`config.mk`:
```
export PLATFORM = sky130hd
export DESIGN_NAME = lsu_top
export DESIGN_NICKNAME = d
export VERILOG_FILES = /design/src/lsu_pkg.sv /design/src/lsu_req_if.sv /design/src/lsu_req_queue.sv /design/src/lsu_region_check.sv /design/src/lsu_bus_ctrl.sv /design/src/lsu_top.sv
export SDC_FILE = /design/constraint.sdc
export NUM_CORES = 1
export LEC_CHECK = 0
export ABC_AREA = 1
export BUFFER_PORTS_ARGS = -buffer_cell sky130_fd_sc_hd__buf_2
export CORE_MARGIN = 2
export CORE_UTILIZATION = 50
export CTS_CLUSTER_SIZE = 14
export DETAILED_ROUTE_END_ITERATION = 8
export GPL_TIMING_DRIVEN = 0
export PLACE_DENSITY = 0.7
export SLEW_MARGIN = 20
export SYNTH_ARGS = -nofsm -noshare
export SYNTH_HDL_FRONTEND = slang
export SYNTH_SLANG_ARGS = --single-unit
```
`constraint.sdc`:
```
create_clock -name clk -period 7.4 [get_ports clk]
set_input_delay 1.11 -clock clk [delete_from_list [all_inputs] [get_ports clk]]
set_output_delay 1.11 -clock clk [all_outputs]
set_load 0.1 [all_outputs]
```
`src/lsu_pkg.sv`:
```
//////////////////////////////////////////////////////////////////////
// Shared widths, sizes and types of the load/store unit
// Imported by every block of the LSU and by the testbench
//////////////////////////////////////////////////////////////////////

package lsu_pkg;

  // Data and address width
  localparam int unsigned XLEN = 32;

  // One byte enable per data byte
  localparam int unsigned BE_W = XLEN / 8;

  // Queue entries, also the credits held by the sender after reset
  localparam int unsigned LSU_QUEUE_DEPTH = 2;
  localparam int unsigned LSU_QUEUE_PTR_W = $clog2(LSU_QUEUE_DEPTH);
  localparam int unsigned LSU_QUEUE_CNT_W = $clog2(LSU_QUEUE_DEPTH + 1);

  // Protection regions
  localparam int unsigned PMP_NUM_REGIONS = 4;
  localparam int unsigned PMP_IDX_W       = 2;

  // Access size
  typedef enum logic [1:0] {
    WORD = 2'b00,
    HALF = 2'b01,
    BYTE = 2'b10
  } data_type_e;

  // One protection region, covers base <= addr < limit
  typedef struct packed {
    logic [XLEN-1:0] base;
    logic [XLEN-1:0] limit;
    logic            read;
    logic            write;
    logic            enable;
  } pmp_region_t;

endpackage

```
`src/lsu_req_if.sv`:
```
//////////////////////////////////////////////////////////////////////
// Head of the request queue as seen by the bus controller
// Queue side drives the request, controller side answers with pop
//////////////////////////////////////////////////////////////////////

`timescale 1ns/10ps

interface lsu_req_if;

  import lsu_pkg::*;

  logic            valid;
  logic            we;
  data_type_e      dtype;
  logic            sign_ext;
  logic [XLEN-1:0] addr;
  logic [XLEN-1:0] wdata;

  // Pulsed by the controller in the cycle it takes the head
  logic            pop;

  modport queue_mp (
    output valid,
    output we,
    output dtype,
    output sign_ext,
    output addr,
    output wdata,
    input  pop
  );

  modport ctrl_mp (
    input  valid,
    input  we,
    input  dtype,
    input  sign_ext,
    input  addr,
    input  wdata,
    output pop
  );

endinterface

```
`src/lsu_req_queue.sv`:
```
//////////////////////////////////////////////////////////////////////
// Request FIFO at the LSU entry, filled under credit flow control
// Returns one credit pulse for every entry the controller pops
//////////////////////////////////////////////////////////////////////

`timescale 1ns/10ps

module lsu_req_queue (
  input  logic                      clk,
  input  logic                      rst_ni,

  input  logic                      req_valid_i,
  input  logic                      req_we_i,
  input  lsu_pkg::data_type_e       req_type_i,
  input  logic                      req_sign_ext_i,
  input  logic [lsu_pkg::XLEN-1:0]  req_addr_i,
  input  logic [lsu_pkg::XLEN-1:0]  req_wdata_i,
  output logic                      credit_o,

  lsu_req_if.queue_mp               q
);

  import lsu_pkg::*;

  // Entry storage
  logic            we_mem       [LSU_QUEUE_DEPTH];
  data_type_e      dtype_mem    [LSU_QUEUE_DEPTH];
  logic            sign_ext_mem [LSU_QUEUE_DEPTH];
  logic [XLEN-1:0] addr_mem     [LSU_QUEUE_DEPTH];
  logic [XLEN-1:0] wdata_mem    [LSU_QUEUE_DEPTH];

  logic [LSU_QUEUE_PTR_W-1:0] wr_ptr_q;
  logic [LSU_QUEUE_PTR_W-1:0] rd_ptr_q;
  logic [LSU_QUEUE_CNT_W-1:0] count_q;
  logic                       credit_q;

  // Circular pointer advance
  function automatic logic [LSU_QUEUE_PTR_W-1:0] next_ptr(
    input logic [LSU_QUEUE_PTR_W-1:0] ptr
  );
    if (ptr == LSU_QUEUE_PTR_W'(LSU_QUEUE_DEPTH - 1)) begin
      return '0;
    end
    return ptr + 1'b1;
  endfunction

  always_ff @(posedge clk or negedge rst_ni) begin
    if (!rst_ni) begin
      wr_ptr_q <= '0;
      rd_ptr_q <= '0;
      count_q  <= '0;
      credit_q <= 1'b0;
    end else begin
      if (req_valid_i) begin
        wr_ptr_q <= next_ptr(wr_ptr_q);
      end
      if (q.pop) begin
        rd_ptr_q <= next_ptr(rd_ptr_q);
      end
      count_q  <= count_q + LSU_QUEUE_CNT_W'(req_valid_i) - LSU_QUEUE_CNT_W'(q.pop);
      credit_q <= q.pop;
    end
  end

  always_ff @(posedge clk) begin
    if (req_valid_i) begin
      we_mem[wr_ptr_q]       <= req_we_i;
      dtype_mem[wr_ptr_q]    <= req_type_i;
      sign_ext_mem[wr_ptr_q] <= req_sign_ext_i;
      addr_mem[wr_ptr_q]     <= req_addr_i;
      wdata_mem[wr_ptr_q]    <= req_wdata_i;
    end
  end

  // Head of queue
  assign q.valid    = (count_q != '0);
  assign q.we       = we_mem[rd_ptr_q];
  assign q.dtype    = dtype_mem[rd_ptr_q];
  assign q.sign_ext = sign_ext_mem[rd_ptr_q];
  assign q.addr     = addr_mem[rd_ptr_q];
  assign q.wdata    = wdata_mem[rd_ptr_q];

  assign credit_o = credit_q;

  // Sender spent a credit it did not hold
  a_no_push_full: assert property (@(posedge clk) disable iff (!rst_ni)
    req_valid_i |-> count_q != LSU_QUEUE_CNT_W'(LSU_QUEUE_DEPTH));

  a_no_pop_empty: assert property (@(posedge clk) disable iff (!rst_ni)
    q.pop |-> count_q != '0);

endmodule

```
`src/lsu_region_check.sv`:
```
//////////////////////////////////////////////////////////////////////
// Region protection for data accesses
// Regions are written one at a time over the config port; the check
// itself is combinational on the address and direction presented
//////////////////////////////////////////////////////////////////////

`timescale 1ns/10ps

module lsu_region_check (
  input  logic                          clk,
  input  logic                          rst_ni,

  // Configuration write port
  input  logic                          cfg_we_i,
  input  logic [lsu_pkg::PMP_IDX_W-1:0] cfg_idx_i,
  input  lsu_pkg::pmp_region_t          cfg_region_i,

  // Access check
  input  logic [lsu_pkg::XLEN-1:0]      chk_addr_i,
  input  logic                          chk_we_i,
  output logic                          deny_o
);

  import lsu_pkg::*;

  pmp_region_t                regions_q [PMP_NUM_REGIONS];
  logic [PMP_NUM_REGIONS-1:0] region_ok;

  //////////////////////////////////////////////////////////////////////
  // Region registers
  //////////////////////////////////////////////////////////////////////

  // All regions come out of reset disabled, so everything is denied
  always_ff @(posedge clk or negedge rst_ni) begin
    if (!rst_ni) begin
      for (int i = 0; i < PMP_NUM_REGIONS; i++) begin
        regions_q[i] <= '0;
      end
    end else if (cfg_we_i) begin
      regions_q[cfg_idx_i] <= cfg_region_i;
    end
  end

  //////////////////////////////////////////////////////////////////////
  // Access check
  //////////////////////////////////////////////////////////////////////

  always_comb begin
    for (int i = 0; i < PMP_NUM_REGIONS; i++) begin
      region_ok[i] = regions_q[i].enable &&
                     (chk_addr_i >= regions_q[i].base) &&
                     (chk_addr_i <  regions_q[i].limit) &&
                     (chk_we_i ? regions_q[i].write : regions_q[i].read);
    end
  end

  // One permitting region is enough
  assign deny_o = ~|region_ok;

endmodule

```
`src/lsu_bus_ctrl.sv`:
```
//////////////////////////////////////////////////////////////////////
// Data bus controller of the LSU
// Takes requests from the queue head, runs them on the req/gnt/rvalid
// bus one at a time and returns an in-order response pulse
//////////////////////////////////////////////////////////////////////

`timescale 1ns/10ps

module lsu_bus_ctrl (
  input  logic                      clk,
  input  logic                      rst_ni,

  lsu_req_if.ctrl_mp                q,

  // Region check of the queue head
  output logic [lsu_pkg::XLEN-1:0]  chk_addr_o,
  output logic                      chk_we_o,
  input  logic                      deny_i,

  // Data memory bus
  output logic                      data_req_o,
  input  logic                      data_gnt_i,
  input  logic                      data_rvalid_i,
  output logic                      data_we_o,
  output logic [lsu_pkg::BE_W-1:0]  data_be_o,
  output logic [lsu_pkg::XLEN-1:0]  data_addr_o,
  output logic [lsu_pkg::XLEN-1:0]  data_wdata_o,
  input  logic [lsu_pkg::XLEN-1:0]  data_rdata_i,
  input  logic                      data_err_i,

  // Response
  output logic                      rsp_valid_o,
  output logic [lsu_pkg::XLEN-1:0]  rsp_rdata_o,
  output logic                      rsp_err_o
);

  import lsu_pkg::*;

  typedef enum logic [1:0] {
    IDLE,
    WAIT_GNT,
    WAIT_RVALID
  } ctrl_state_e;

  ctrl_state_e     state_q;
  logic            misaligned;

  // Request taken from the queue
  logic            we_q;
  data_type_e      dtype_q;
  logic            sign_ext_q;
  logic [XLEN-1:0] addr_q;
  logic [XLEN-1:0] wdata_q;

  logic            rsp_valid_q;
  logic            rsp_err_q;
  logic [XLEN-1:0] rsp_rdata_q;

  logic [XLEN-1:0] rdata_shift;
  logic [XLEN-1:0] load_ext;

  //////////////////////////////////////////////////////////////////////
  // Pop and pre-bus checks
  //////////////////////////////////////////////////////////////////////

  // Misaligned accesses are not split, they fail
  assign misaligned = ((q.dtype == HALF) && q.addr[0]) ||
                      ((q.dtype == WORD) && (q.addr[1:0] != 2'b00));

  assign q.pop      = (state_q == IDLE) && q.valid;
  assign chk_addr_o = q.addr;
  assign chk_we_o   = q.we;

  always_ff @(posedge clk or negedge rst_ni) begin
    if (!rst_ni) begin
      state_q     <= IDLE;
      rsp_valid_q <= 1'b0;
      rsp_err_q   <= 1'b0;
    end else begin
      rsp_valid_q <= 1'b0;
      unique case (state_q)
        IDLE: begin
          if (q.pop) begin
            if (misaligned || deny_i) begin
              // Fail without touching the bus
              rsp_valid_q <= 1'b1;
              rsp_err_q   <= 1'b1;
            end else begin
              state_q <= WAIT_GNT;
            end
          end
        end
        WAIT_GNT: begin
          if (data_gnt_i) begin
            state_q <= WAIT_RVALID;
          end
        end
        WAIT_RVALID: begin
          if (data_rvalid_i) begin
            state_q     <= IDLE;
            rsp_valid_q <= 1'b1;
            rsp_err_q   <= data_err_i;
          end
        end
        default: state_q <= IDLE;
      endcase
    end
  end

  always_ff @(posedge clk) begin
    if (q.pop) begin
      we_q        <= q.we;
      dtype_q     <= q.dtype;
      sign_ext_q  <= q.sign_ext;
      addr_q      <= q.addr;
      wdata_q     <= q.wdata;
      rsp_rdata_q <= '0;
    end else if ((state_q == WAIT_RVALID) && data_rvalid_i) begin
      rsp_rdata_q <= (we_q || data_err_i) ? '0 : load_ext;
    end
  end

  //////////////////////////////////////////////////////////////////////
  // Bus side: lanes and byte enables
  //////////////////////////////////////////////////////////////////////

  assign data_req_o  = (state_q == WAIT_GNT);
  assign data_we_o   = we_q;
  assign data_addr_o = {addr_q[XLEN-1:2], 2'b00};

  always_comb begin
    unique case (dtype_q)
      WORD:    data_be_o = {BE_W{1'b1}};
      HALF:    data_be_o = addr_q[1] ? 4'b1100 : 4'b0011;
      BYTE:    data_be_o = BE_W'(1) << addr_q[1:0];
      default: data_be_o = '0;
    endcase
  end

  // Replicate so every lane the enables may pick holds the data
  always_comb begin
    unique case (dtype_q)
      HALF:    data_wdata_o = {2{wdata_q[15:0]}};
      BYTE:    data_wdata_o = {4{wdata_q[7:0]}};
      default: data_wdata_o = wdata_q;
    endcase
  end

  // Addressed byte or half moved down to bit 0, then extended
  assign rdata_shift = data_rdata_i >> {addr_q[1:0], 3'b000};

  always_comb begin
    unique case (dtype_q)
      HALF:    load_ext = {{(XLEN-16){sign_ext_q & rdata_shift[15]}}, rdata_shift[15:0]};
      BYTE:    load_ext = {{(XLEN-8){sign_ext_q & rdata_shift[7]}}, rdata_shift[7:0]};
      default: load_ext = data_rdata_i;
    endcase
  end

  assign rsp_valid_o = rsp_valid_q;
  assign rsp_err_o   = rsp_err_q;
  assign rsp_rdata_o = rsp_rdata_q;

  // Bus request held unchanged until the memory grants it
  a_req_stable: assert property (@(posedge clk) disable iff (!rst_ni)
    data_req_o && !data_gnt_i |=> data_req_o &&
      $stable({data_we_o, data_be_o, data_addr_o, data_wdata_o}));

  // Memory answers only an access that was granted
  a_no_rvalid_idle: assert property (@(posedge clk) disable iff (!rst_ni)
    data_rvalid_i |-> state_q != IDLE);

endmodule

```
`src/lsu_top.sv`:
```
//////////////////////////////////////////////////////////////////////
// Standalone load/store unit with region protection
// Credit-based request entry, req/gnt/rvalid data bus, in-order replies
//////////////////////////////////////////////////////////////////////

`timescale 1ns/10ps

module lsu_top (
  input  logic                          clk,
  input  logic                          rst_ni,

  // Request entry, one credit per pulse
  input  logic                          req_valid_i,
  input  logic                          req_we_i,
  input  lsu_pkg::data_type_e           req_type_i,
  input  logic                          req_sign_ext_i,
  input  logic [lsu_pkg::XLEN-1:0]      req_addr_i,
  input  logic [lsu_pkg::XLEN-1:0]      req_wdata_i,
  output logic                          credit_o,

  // Region configuration
  input  logic                          cfg_we_i,
  input  logic [lsu_pkg::PMP_IDX_W-1:0] cfg_idx_i,
  input  lsu_pkg::pmp_region_t          cfg_region_i,

  // Data memory bus
  output logic                          data_req_o,
  input  logic                          data_gnt_i,
  input  logic                          data_rvalid_i,
  output logic                          data_we_o,
  output logic [lsu_pkg::BE_W-1:0]      data_be_o,
  output logic [lsu_pkg::XLEN-1:0]      data_addr_o,
  output logic [lsu_pkg::XLEN-1:0]      data_wdata_o,
  input  logic [lsu_pkg::XLEN-1:0]      data_rdata_i,
  input  logic                          data_err_i,

  // Response
  output logic                          rsp_valid_o,
  output logic [lsu_pkg::XLEN-1:0]      rsp_rdata_o,
  output logic                          rsp_err_o
);

  lsu_req_if req_if ();

  logic [lsu_pkg::XLEN-1:0] chk_addr;
  logic                     chk_we;
  logic                     chk_deny;

  lsu_req_queue req_queue_inst (
    .clk            ( clk            ),
    .rst_ni         ( rst_ni         ),
    .req_valid_i    ( req_valid_i    ),
    .req_we_i       ( req_we_i       ),
    .req_type_i     ( req_type_i     ),
    .req_sign_ext_i ( req_sign_ext_i ),
    .req_addr_i     ( req_addr_i     ),
    .req_wdata_i    ( req_wdata_i    ),
    .credit_o       ( credit_o       ),
    .q              ( req_if         )
  );

  lsu_region_check region_check_inst (
    .clk          ( clk          ),
    .rst_ni       ( rst_ni       ),
    .cfg_we_i     ( cfg_we_i     ),
    .cfg_idx_i    ( cfg_idx_i    ),
    .cfg_region_i ( cfg_region_i ),
    .chk_addr_i   ( chk_addr     ),
    .chk_we_i     ( chk_we       ),
    .deny_o       ( chk_deny     )
  );

  lsu_bus_ctrl bus_ctrl_inst (
    .clk           ( clk           ),
    .rst_ni        ( rst_ni        ),
    .q             ( req_if        ),
    .chk_addr_o    ( chk_addr      ),
    .chk_we_o      ( chk_we        ),
    .deny_i        ( chk_deny      ),
    .data_req_o    ( data_req_o    ),
    .data_gnt_i    ( data_gnt_i    ),
    .data_rvalid_i ( data_rvalid_i ),
    .data_we_o     ( data_we_o     ),
    .data_be_o     ( data_be_o     ),
    .data_addr_o   ( data_addr_o   ),
    .data_wdata_o  ( data_wdata_o  ),
    .data_rdata_i  ( data_rdata_i  ),
    .data_err_i    ( data_err_i    ),
    .rsp_valid_o   ( rsp_valid_o   ),
    .rsp_rdata_o   ( rsp_rdata_o   ),
    .rsp_err_o     ( rsp_err_o     )
  );

endmodule

```
**After elaboration in Yosys (flattened, before gate mapping)**

Memories as Yosys holds them, arrays and structs flattened. A register that Yosys moved wholly into a read port is not among the register bits.
Cells that the tools add are included.

- Magnitude comparators: 10
- $add $sub $neg: 4
- Equal/unequal tests: 10
- Reduce and logical (&&, ||, !) cells: 30
- Bitwise gates (word level): 3
- Shift operators: 2
- Multiplexer cells: 35

Operators with widths:

| operator | count |
|---|---|
| bitwise mux 268 bit | 1 |
| demux 67 bit (select 2 bit) | 1 |
| >= comparator 32 bit | 4 |
| less-than comparator 32 bit | 4 |
| one-hot mux 32 bit (2 select lines) | 2 |
| 2-to-1 mux 67 bit | 1 |
| 2-to-1 mux 32 bit | 1 |
| right shift 32 x 5 -> 16 bit | 1 |
| 2-to-1 mux 1 bit | 20 |
| logical AND 1 bit | 17 |
| one-hot mux 4 bit (3 select lines) | 1 |
| 2-to-1 mux 2 bit | 4 |
| inequality test 2 bit, second input constant | 4 |
| AND reduction 4 bit | 2 |
| == test 2 x 1 -> 1 bit, second input constant | 3 |
| zero test 2 bit | 3 |
| one-hot mux 2 bit (3 select lines) | 1 |
| nonzero test 2 bit | 3 |
| == test 2 bit, second input constant | 2 |
| 2-to-1 mux 4 bit | 1 |
| one-hot mux 1 bit (2 select lines) | 2 |
| OR reduction 4 bit | 1 |
| left shift 1 x 2 -> 4 bit, first input constant | 1 |
| >= comparator 3 bit, second input constant | 1 |
| 9 further kinds | 13 |

- Input port bits: 176
- Flip-flop bits (word level): 344
- Output and inout bits: 105
- Memory bits (writable): 136
- Memories kept: 5

Memories:

| name | depth | bits a word | read ports | clocked after Yosys merged registers in | write ports | RTL line | text |
|---|---|---|---|---|---|---|---|
| req_queue_inst.addr_mem | 2 | 32 | 1 | 0 | 1 | lsu_req_queue.sv:29 | `logic [XLEN-1:0] addr_mem [LSU_QUEUE_DEPTH];` |
| req_queue_inst.wdata_mem | 2 | 32 | 1 | 1 | 1 | lsu_req_queue.sv:30 | `logic [XLEN-1:0] wdata_mem [LSU_QUEUE_DEPTH];` |
| req_queue_inst.dtype_mem | 2 | 2 | 1 | 0 | 1 | lsu_req_queue.sv:27 | `data_type_e dtype_mem [LSU_QUEUE_DEPTH];` |
| req_queue_inst.sign_ext_mem | 2 | 1 | 1 | 1 | 1 | lsu_req_queue.sv:28 | `logic sign_ext_mem [LSU_QUEUE_DEPTH];` |
| req_queue_inst.we_mem | 2 | 1 | 1 | 0 | 1 | lsu_req_queue.sv:26 | `logic we_mem [LSU_QUEUE_DEPTH];` |

**Longest topological paths before layout**

Gate-level depths: netlist (run 1).
An unclocked memory read counts as a cell.

- Word-level depth: 11
- Depth in mapped cells: 24
- Depth with buffers taken out: 21

**Modules after synthesis**

From an unflattened synthesis (run 1), not the netlist that was laid out.

- Cell total of the unflattened synthesis: 2993
- Area total of the unflattened synthesis: 26845.7 µm²

By module, submodules not included:

| module | cells each | area an instance (µm²) | sequential area each (µm²) | instances |
|---|---|---|---|---|
| lsu_region_check | 2034 | 16438.3 | 6706.4 | 1 |
| lsu_req_queue | 380 | 5261.3 | 4209.0 | 1 |
| lsu_bus_ctrl | 579 | 5146.2 | 2782.7 | 1 |

**Worst setup path before layout (run 1)**

Ideal clock, no wire load.

- Path kind: reg2reg
- Start point: reg bus_ctrl_inst.state_q[1]
- End point: reg bus_ctrl_inst.rsp_rdata_q[3] (netlist: bus_ctrl_inst.rsp_rdata_o[3])
- Arrival time: 5.251 ns
- Setup time: 0.117 ns
- Path buffers: 1
- Stages on the path, launching flop included: 7
- Data required time: 7.283 ns
- Path slack: 2.031 ns
- Period minus slack after synthesis: 5.369 ns
- Path through: dfrtp_1 nor2_1 inv_1 a21oi_1 inv_1 clkbuf_1 a32o_1

- Longest elaborated chain between the ends: 2
- Elaborated cells on any way between the ends: 4
- Those cells by class: 1 x eq/ne; 3 x reduce/logical

RTL lines:

| item | RTL line | text |
|---|---|---|
| start: declaration | lsu_bus_ctrl.sv:45 | `ctrl_state_e state_q;` |
| start signal: assignment | lsu_bus_ctrl.sv:76 | `state_q <= IDLE;` |
| start signal: assignment | lsu_bus_ctrl.sv:89 | `state_q <= WAIT_GNT;` |
| start signal: assignment | lsu_bus_ctrl.sv:95 | `state_q <= WAIT_RVALID;` |
| zero test 2 bit | lsu_bus_ctrl.sv:70 | `assign q.pop = (state_q == IDLE) && q.valid;` |
| logical AND 1 bit | lsu_bus_ctrl.sv:70 |  |
| named net bus_ctrl_inst.q.pop | lsu_req_if.sv:39 | `output pop` |
| end signal: assignment | lsu_bus_ctrl.sv:119 | `rsp_rdata_q <= (we_q \|\| data_err_i) ? '0 : load_ext;` |
| end: declaration | lsu_bus_ctrl.sv:57 | `logic [XLEN-1:0] rsp_rdata_q;` |

The timed path passes the listed nets, and every way through them passes these cells.
A chain may end at the register's enable or synchronous reset.

**Worst setup path after layout (run 1)**

- Start point: reg req_queue_inst.rd_ptr_q
- End point: reg bus_ctrl_inst.rsp_err_q (netlist: bus_ctrl_inst.rsp_err_o)

- Longest elaborated chain between the ends: 10
- Elaborated cells on any way between the ends: 38
- Those cells by class: 8 x order compare; 2 x eq/ne; 4 x mux; 21 x reduce/logical; 3 x memory

RTL lines:

| item | RTL line | text |
|---|---|---|
| start: declaration | lsu_req_queue.sv:33 | `logic [LSU_QUEUE_PTR_W-1:0] rd_ptr_q;` |
| start signal: assignment | lsu_req_queue.sv:58 | `rd_ptr_q <= next_ptr(rd_ptr_q);` |
| memory read (2 x 32 bit) (*) | n/a |  |
| named net bus_ctrl_inst.chk_addr_o, one bit | lsu_bus_ctrl.sv:16 | `output logic [lsu_pkg::XLEN-1:0] chk_addr_o,` |
| >= comparator 32 bit | lsu_region_check.sv:51 | `(chk_addr_i >= regions_q[i].base) &&` |
| logical AND 1 bit | lsu_region_check.sv:50 | `region_ok[i] = regions_q[i].enable &&` |
| logical AND 1 bit | lsu_region_check.sv:51 |  |
| logical AND 1 bit | lsu_region_check.sv:52 | `(chk_addr_i < regions_q[i].limit) &&` |
| OR reduction 4 bit (*) | lsu_region_check.sv:58 | `assign deny_o = ~\|region_ok;` |
| zero test 1 bit (*) | lsu_region_check.sv:58 |  |
| logical OR 1 bit (*) | lsu_bus_ctrl.sv:84 | `if (misaligned \|\| deny_i) begin` |
| inequality test 2 bit (no line) (*) | n/a |  |
| AND reduction 4 bit (no line) (*) | n/a |  |
| end signal: assignment | lsu_bus_ctrl.sv:102 | `rsp_err_q <= data_err_i;` |
| end: declaration | lsu_bus_ctrl.sv:56 | `logic rsp_err_q;` |

The timed path passes the listed nets; every way through them passes the cells marked *.

==> qor.txt, run 1 <==
run status: completed
Total Routing Usage GR: 26.9%
CP Launch Type: flip-flop
layout cells sized above 1: 13.4%
Clock Skew: 0.0145 ns
ys async rst share: 54.0%
Power Total: 13.7 mW
core area: 51300 um2
post-DR wirelength/cell: 18.5 um
hold crit path type: reg -> reg
Syn. warnings: 0
count of unique library cells instantiated by Yosys: 45
worst-path fanout max: 10
final setup fails: 0
TritonCTS clock tree: yes
DPL Wire Length: 54900 um
Synth Register Bits: 513
Worst-Skew Late Latency: 0.63 ns
CP Class: reg -> reg
I/O Pins: 281
Avg Synthesized Cell Area: 9.13 um2
Die ar.: 53700 um2
CTS resizes: 0
Worst EP arrival: 5.10 ns
reg2reg setup slack: 2.81 ns
Worst Max-Slew Pin Slew: 0.831 ns
Initial Util: 50.6%
WL final: 72400 um
placer congestion estimate: 0.902
end of the critical path: bus_ctrl_inst.rsp_err_o
synthesized area: 26000 um2
fin crit period: 4.59 ns
Worst-path clk slew: 0.06 ns
Rel. slew slack: 44.1%
htree depth: 2
register area share after synthesis: 52.8%
WP data required: 7.91 ns
CTS root buf: clkbuf_16
DRC: 0
vias in the first global route: 20700
Post-synth EDFFs: 204
Max Cap Viol: 0
Post-Layout Cell Count: 3923
Die W: 232 um
clock tree sinks: 513
Multi-input gate area: 9970 um2
vias per cell: 5.33
via count: 20900
RR Startpoint: req_queue_inst.rd_ptr_q
cts bufs inserted: 54
Cell Pwr Density: 452 nW/um2
min-delay src: bus_ctrl_inst.rsp_rdata_o[14]
Post-CTS Setup Inserts: 0
Register Area: 13700 um2
Final Cycle Share: 62.1%
Fillers: 4421
reg2reg end: bus_ctrl_inst.rsp_err_o
critical path endpoint category: flip-flop
Final ANT Viol Nets: 0
clk buf depth: 3
Post-Route Utilization: 59.2%
Pre-antenna DRT Iters: 6
first-pass GRT wire length: 112000 um
static leakage power: 15.2 nW
largest net degree at the start of global routing: 99
Primary FF master, synth: dfrtp_1
GR Overflow Total: 0
Hold Vio Cnt, Final: 0
CP Launch Point: req_queue_inst.rd_ptr_q
row count: 83
Hold Buf Count CTS: 0
initial antenna violation count: 13
Reg2Reg Depth: 20
max-slew violation count: 0
area delta synth->final: 17.0%
final net count: 3622
RSZ-0062 raised after global routing: false
worst vdd ir: 0.473 mV
initial drt markers: 1576
Syn Inst Count: 2843
Max Fclk: 218 MHz
post-placement cell count: 3812
PortBufs: 278
DIE HEIGHT: 232 um
-- where the power goes --
group          switching, mW  total [mW]  internal, mW
logic                   5.18        6.94          1.77
registers              0.263        3.98          3.71
clock network           1.19        2.80          1.61
-- logic make-up after synthesis --
| kind of cell | synth area share, % |
|---|---|
| other | 0.0145 |
| buffers and inverters | 8.87 |
| adder cells (fa/ha/maj) | 12.4 |
| AND/OR/NAND/NOR | 14.2 |
| XOR/XNOR | 0.135 |
| AO/OA/AOI/OAI | 11.6 |
| flip-flops | 52.8 |
-- worst min path at each step --
| stage | to | slack [ns] | cells past startpoint |
|---|---|---|---|
| 2_1_floorplan | region_check_inst.regions_q[136] | 0.45 | 2 |
| 6_report | bus_ctrl_inst.rsp_rdata_o[14] | 0.47 | 2 |
| 3_3_place_gp | bus_ctrl_inst.rsp_rdata_o[18] | 0.46 | 2 |
| 5_1_grt | bus_ctrl_inst.rsp_rdata_o[19] | 0.49 | 2 |
| 4_1_cts | bus_ctrl_inst.rsp_rdata_o[19] | 0.47 | 2 |
| 3_5_place_dp | bus_ctrl_inst.rsp_rdata_o[19] | 0.46 | 2 |
-- registers in the layout, indices dropped and copies added, names as in the netlist --
register / cells
req_queue_inst.we_mem: 2
region_check_inst.regions_q: 268
bus_ctrl_inst.rsp_err_o: 1
req_queue_inst.count_q: 2
bus_ctrl_inst.data_we_o: 1
req_queue_inst.wr_ptr_q: 1
bus_ctrl_inst.rsp_valid_o: 1
bus_ctrl_inst.state_q: 2
req_queue_inst.credit_o: 1
req_queue_inst.rd_ptr_q: 1
bus_ctrl_inst.dtype_q: 2
bus_ctrl_inst.addr_q: 32
req_queue_inst.dtype_mem: 4
bus_ctrl_inst.wdata_q: 32
bus_ctrl_inst.sign_ext_q: 1
req_queue_inst.addr_mem: 64
bus_ctrl_inst.rsp_rdata_o: 32
req_queue_inst.wdata_mem: 64
req_queue_inst.sign_ext_mem: 2
-- cells in the final DEF (no fill, tap or decap), types with 3 or more instances in the layout --
cell	n
o2bb2ai_1	4
clkinv_1	4
a21o_1	3
nand2_1	761
a32o_1	9
nor3_1	10
clkbuf_8	4
dfrtp_1	277
dfxtp_1	32
inv_1	435
clkinv_4	3
o22ai_1	21
clkinvlp_4	3
edfxtp_1	204
o21ai_0	354
nand3_1	54
clkbuf_1	91
diode_2	11
buf_4	40
nor2_1	85
o21a_1	3
bufinv_16	6
o21ai_1	11
nand4_1	17
nor4_1	6
clkbuf_16	54
xor2_1	3
buf_1	6
buf_16	9
ha_1	258
a211oi_1	12
buf_2	277
a21oi_1	120
clkinv_2	17
a221oi_1	8
-- synth_stat cells (12+ instances only) --
cell	n	area, um2
ha_1	258	3230
nor2_1	86	323
buf_4	40	300
dfrtp_1	277	6930
o22ai_1	21	131
a211oi_1	12	90.1
edfxtp_1	204	6130
o21ai_0	354	1770
clkbuf_1	82	308
nand3_1	54	270
inv_1	436	1640
a21oi_1	121	606
nand4_1	17	106
nand2_1	761	2860
dfxtp_1	32	641
-- area by class of cell --
class                   instances  share of cell area (%)
repair buffers                288                    5.50
clock inverters                33                    1.28
plain buffers                 130                    2.13
diodes                         11                  0.0907
well taps                     680                    2.80
flip-flops and latches        513                    45.1
inverters                     441                    5.46
clock buffers                  67                    4.74
multi-input cells            1760                    32.9
-- layer usage --
layer | vias to the layer above | global-route usage, % | part of all wire, %
met3 | 174 | 4.54 | 6.6
met5 | - | 0 | 0.043
met4 | 4 | 12.1 | 4.0
li1 | 9994 | - | -
met1 | 10100 | 35.2 | 41
met2 | 680 | 44.0 | 48
-- metrics by stage --
step | setup TNS, ns | cell area, um2 | hold slack (ns) | setup WS, ns
CTS | 0 | 30300 | 0.473 | 2.82
global placement | -37.24 | 28200 | 0.455 | -1.19
global route | 0 | 30400 | 0.494 | 2.49
detailed placement | 0 | 28500 | 0.463 | 2.86
floorplan | 0 | 26000 | 0.448 | 2.03
finish | 0 | 30400 | 0.473 | 2.81
-- critical path, stage by stage, from the launching register on --
cell      delay, ns
dfrtp_1        0.35
clkbuf_2       0.15
inv_1          0.14
clkbuf_1       0.51
clkbuf_1       0.54
nand2_1        0.11
nand2_1        0.39
ha_1           0.22
nand2_1        0.07
nor2_1         0.20
nand2_1        0.12
nor4_1         0.65
nand3_1        0.15
nand3_1        0.20
nand3_1        0.09
nand2_1        0.19
inv_1          0.06
nand2_1        0.05
nand3_1        0.09
nand3_1        0.09
nand2_1        0.06
Note: power is estimated with default switching activity, not from simulation.
==> run 2: changes to the inputs <==
--- a/config.mk
+++ b/config.mk
@@ -5,14 +5,14 @@
 export SDC_FILE = /design/constraint.sdc
 export NUM_CORES = 1
 export LEC_CHECK = 0
-export ABC_AREA = 1
+export ABC_AREA = 0
 export BUFFER_PORTS_ARGS = -buffer_cell sky130_fd_sc_hd__buf_2
 export CORE_MARGIN = 2
 export CORE_UTILIZATION = 50
 export CTS_CLUSTER_SIZE = 14
 export DETAILED_ROUTE_END_ITERATION = 8
 export GPL_TIMING_DRIVEN = 0
-export PLACE_DENSITY = 0.7
+export PLACE_DENSITY = 0.72
 export SLEW_MARGIN = 20
 export SYNTH_ARGS = -nofsm -noshare
 export SYNTH_HDL_FRONTEND = slang
==> constraint.sdc (replaced) <==
create_clock -name clk -period 4.15 [get_ports clk]
set_input_delay 0.6225 -clock clk [delete_from_list [all_inputs] [get_ports clk]]
set_output_delay 0.6225 -clock clk [all_outputs]
set_load 0.1 [all_outputs]
==> run 2 against run 1 <==
First-iteration DRC count is 30% lower. Clock power is 71% higher. Register-to-register slack got worse by 2.7 ns. Wire length fell by 3.3%. Worst setup slack lost 2.7 ns. Cell count fell by 17%. Critical path depth fell by 6.
==> qor.txt, run 2 <==
run status: completed
CTS root buf: clkbuf_16
htree depth: 2 (unchanged)
row count: 83 (unchanged)
cts bufs inserted: 54 (unchanged)
layout cells sized above 1: 28.4% (+15 points)
cell taking the most area after synthesis: dfrtp_1
final setup fails: 0 (unchanged)
DRC: 0 (unchanged)
initial drt markers: 1101 (-30%)
synthesized area: 25700 um2 (-1.1%)
Rel. slew slack: 33.8% (-10 points)
fin crit period: 4.04 ns (-0.558 ns)
Post-synth EDFFs: 204 (unchanged)
most common cell in the netlist: dfrtp_1
I/O Pins: 281 (unchanged)
commonest non-fill, non-tap cell in the layout: dfrtp_1
count of unique library cells instantiated by Yosys: 61 (+36%)
initial antenna violation count: 15 (+2)
Final WS setup: 0.115 ns (-2.69 ns)
WL final: 70000 um (-3.3%)
Final ANT Viol Nets: 0 (unchanged)
post-synthesis compound-gate area fraction: 8.83% (-2.7 points)
placer congestion estimate: 0.942 (+4.4%)
Slowest-stage cell, CP: a2111oi_1
WP data required: 4.65 ns (-3.26 ns)
Pre-antenna DRT Iters: 6 (unchanged)
worst-path fanout max: 10 (unchanged)
GR Overflow Total: 0 (unchanged)
reg2reg end: bus_ctrl_inst.state_q[0]
Total Routing Usage GR: 26.5% (-0.44 points)
Avg Synthesized Cell Area: 11.9 um2 (+30%)
via count: 18100 (-13%)
Clock Skew: 0.0238 ns (+0.00935 ns)
top post-synthesis cells by area: dfrtp_1, edfxtp_1, ha_1
Syn. warnings: 0 (unchanged)
Syn Inst Count: 2157 (-24%)
area delta synth->final: 17.5%
most frequent cells in the layout: dfrtp_1, buf_2, mux2_2
DIE HEIGHT: 231 um (-0.56%)
hold crit path type: in -> async
register area share after synthesis: 53.4% (+0.60 points)
RR Startpoint: req_queue_inst.rd_ptr_q
worst vdd ir: 0.597 mV (+26%)
Max Cap Viol: 0 (unchanged)
Worst-Skew Late Latency: 0.63 ns (about the same)
vias per cell: 5.58 (+4.8%)
Die W: 231 um (-0.56%)
first-pass GRT wire length: 107000 um (-4.3%)
TritonCTS clock tree: yes
Synth Register Bits: 513 (unchanged)
Post-Route Utilization: 59.1% (about the same)
ys async rst share: 54.0% (unchanged)
PortBufs: 278 (unchanged)
Reg2Reg Depth: 14 (-30%)
clk buf depth: 3 (unchanged)
CP Launch Type: flip-flop
RSZ-0062 raised after global routing: false
CP Class: reg -> reg
Worst-path clk slew: 0.06 ns (about the same)
top-area cell type share of the netlist area: 27.0% (+0.30 points)
static leakage power: 13.8 nW (-9.4%)
Worst Max-Slew Pin Slew: 0.982 ns (+0.152 ns)
Reg with most FFs: region_check_inst.regions_q
CP peak stage delay: 0.44 ns (-0.21 ns)
final net count: 2939 (-19%)
largest family of logic cells by synthesized area: multiplexers
Hold Vio Cnt, Final: 0 (unchanged)
Worst EP arrival: 4.54 ns (-0.56 ns)
Max Fclk: 248 MHz (+14%)
Post-Layout Cell Count: 3240 (-17%)
core area: 51000 um2 (-0.61%)
Cell Pwr Density: 802 nW/um2 (+77%)
post-placement cell count: 3128 (-18%)
critical path endpoint category: flip-flop
Initial Util: 50.3% (-0.27 points)
max-slew violation count: 0 (unchanged)
DPL Wire Length: 52900 um (-3.5%)
largest net degree at the start of global routing: 97 (-2.0%)
Synth Area in Adders: 12.6% (+0.14 points)
post-synthesis mux area share: 13.0% (+13 points)
vias in the first global route: 18800 (-9.4%)
Synth Area in Simple Gates: 6.09% (-8.1 points)
Final Cycle Share: 97.2% (+35 points)
reg2reg setup slack: 0.11 ns (-2.69 ns)
Synth top cells by count: dfrtp_1, mux2_2, inv_1
Die ar.: 53100 um2 (-1.1%)
CP cell instances: buf_6 > buf_4 > clkbuf_8 > mux2_4 > ha_1 > o21ai_0 > a21oi_1 > a2111oi_1 > a21oi_2 > nor4_2 > a311oi_2 > o21ai_2 > a21boi_1 > a21o_1
pre-CTS setup slack: -1.95 ns (-4.80 ns)
top flop regs: region_check_inst.regions_q (268), req_queue_inst.addr_mem (64), req_queue_inst.wdata_mem (64)
clock tree sinks: 513 (unchanged)
Primary FF master, synth: dfrtp_1
max reg flops: 268 (unchanged)
post-DR wirelength/cell: 21.6 um (+17%)
Synth Area in XOR/XNOR: 0.137% (+0.0015 points)
run 2: cell types whose count changed in the layout (fill, tap and decap cells not counted), sizes merged, moves of 24 or more:
cell	before	now
nand2	762	149
mux2	0	273
o21ai	367	158
inv	438	261
clkbuf	150	121
nand3	54	26
a21oi	122	95
a21o	3	29
nand4	17	41
run 2: per-layer routing:
metal  track usage, %  vias up  part of all wire (%)
met3             4.79      157                   6.4
met1             33.3     9012                    41
met2             45.7      537                    49
met5                0        -                  0.13
met4             9.66       12                   3.7
li1                 -     8370                     -
run 2: kinds of logic after synthesis:
logic type | Yosys count
muxes | 295
and+or+nand+nor | 340
AOI/OAI and AO/OA | 380
adders and majority gates | 258
buffers and inverters | 366
xor gates and xnor gates | 4
other | 1
DFF | 513
run 2: worst max path at each step:
stage | startpoint | to | slack, ns | depth (start not counted)
2_1_floorplan | req_valid_i | req_queue_inst.addr_mem[0][0] | 0.04 | 1
3_3_place_gp | rst_ni | req_queue_inst.credit_o | -2.68 | 1
3_5_place_dp | req_queue_inst.rd_ptr_q | bus_ctrl_inst.rsp_err_o | -1.95 | 14
4_1_cts | req_queue_inst.rd_ptr_q | bus_ctrl_inst.rsp_err_o | 0.02 | 13
5_1_grt | req_queue_inst.rd_ptr_q | bus_ctrl_inst.state_q[0] | 0.002 | 14
6_report | req_queue_inst.rd_ptr_q | bus_ctrl_inst.state_q[0] | 0.11 | 14
run 2: per-stage QoR:
| step | instance area, um2 | hold slack, ns | total power, mW | TNS (ns) |
|---|---|---|---|---|
| floorplan | 25700 | 0.327 | 16.2 | 0 |
| global placement | 27900 | 0.430 | 18.8 | -902.30 |
| detailed placement | 28200 | 0.435 | 19.2 | -5.81 |
| CTS | 30000 | 0.0308 | 24.2 | 0 |
| global route | 30100 | 0.0598 | 25.5 | 0 |
| finish | 30200 | 0.0141 | 24.2 | 0 |
run 2: where the power goes:
part           leakage, nW  internal (mW)  switching (mW)
Sequential            5.51           6.68           0.513
Combinational         7.39           3.50            8.70
Clock                0.861           2.72            2.06
Total                 13.8           12.9            11.3
run 2: timing repair:
item                       in CTS  in global routing
setup endpoints to repair      11                 11
buffers inserted                0                  1
pin swaps                       1                  3
hold buffers                    0                  0
gates resized for setup        26                 26
run 2: critical path, delay by kind of cell, from the launching register on:
family,cells,cell delay [ns]
AOI/OAI and AO/OA,8,1.69
buffers and inverters,3,0.71
and+or+nand+nor,1,0.43
muxes,1,0.42
DFF,1,0.34
adders and majority gates,1,0.30
run 2: area by class of cell:
type                            count  area [um2]
Antenna cell                        9        22.5
Sequential cell                   513       13700
Fill cell                        4121       20800
Timing Repair Buffer              291        1660
Buffer                            104         577
Multi-Input combinational cell   1279       10600
Clock buffer                       67        1440
Clock inverter                     35         318
Tap cell                          680         851
Inverter                          262         983
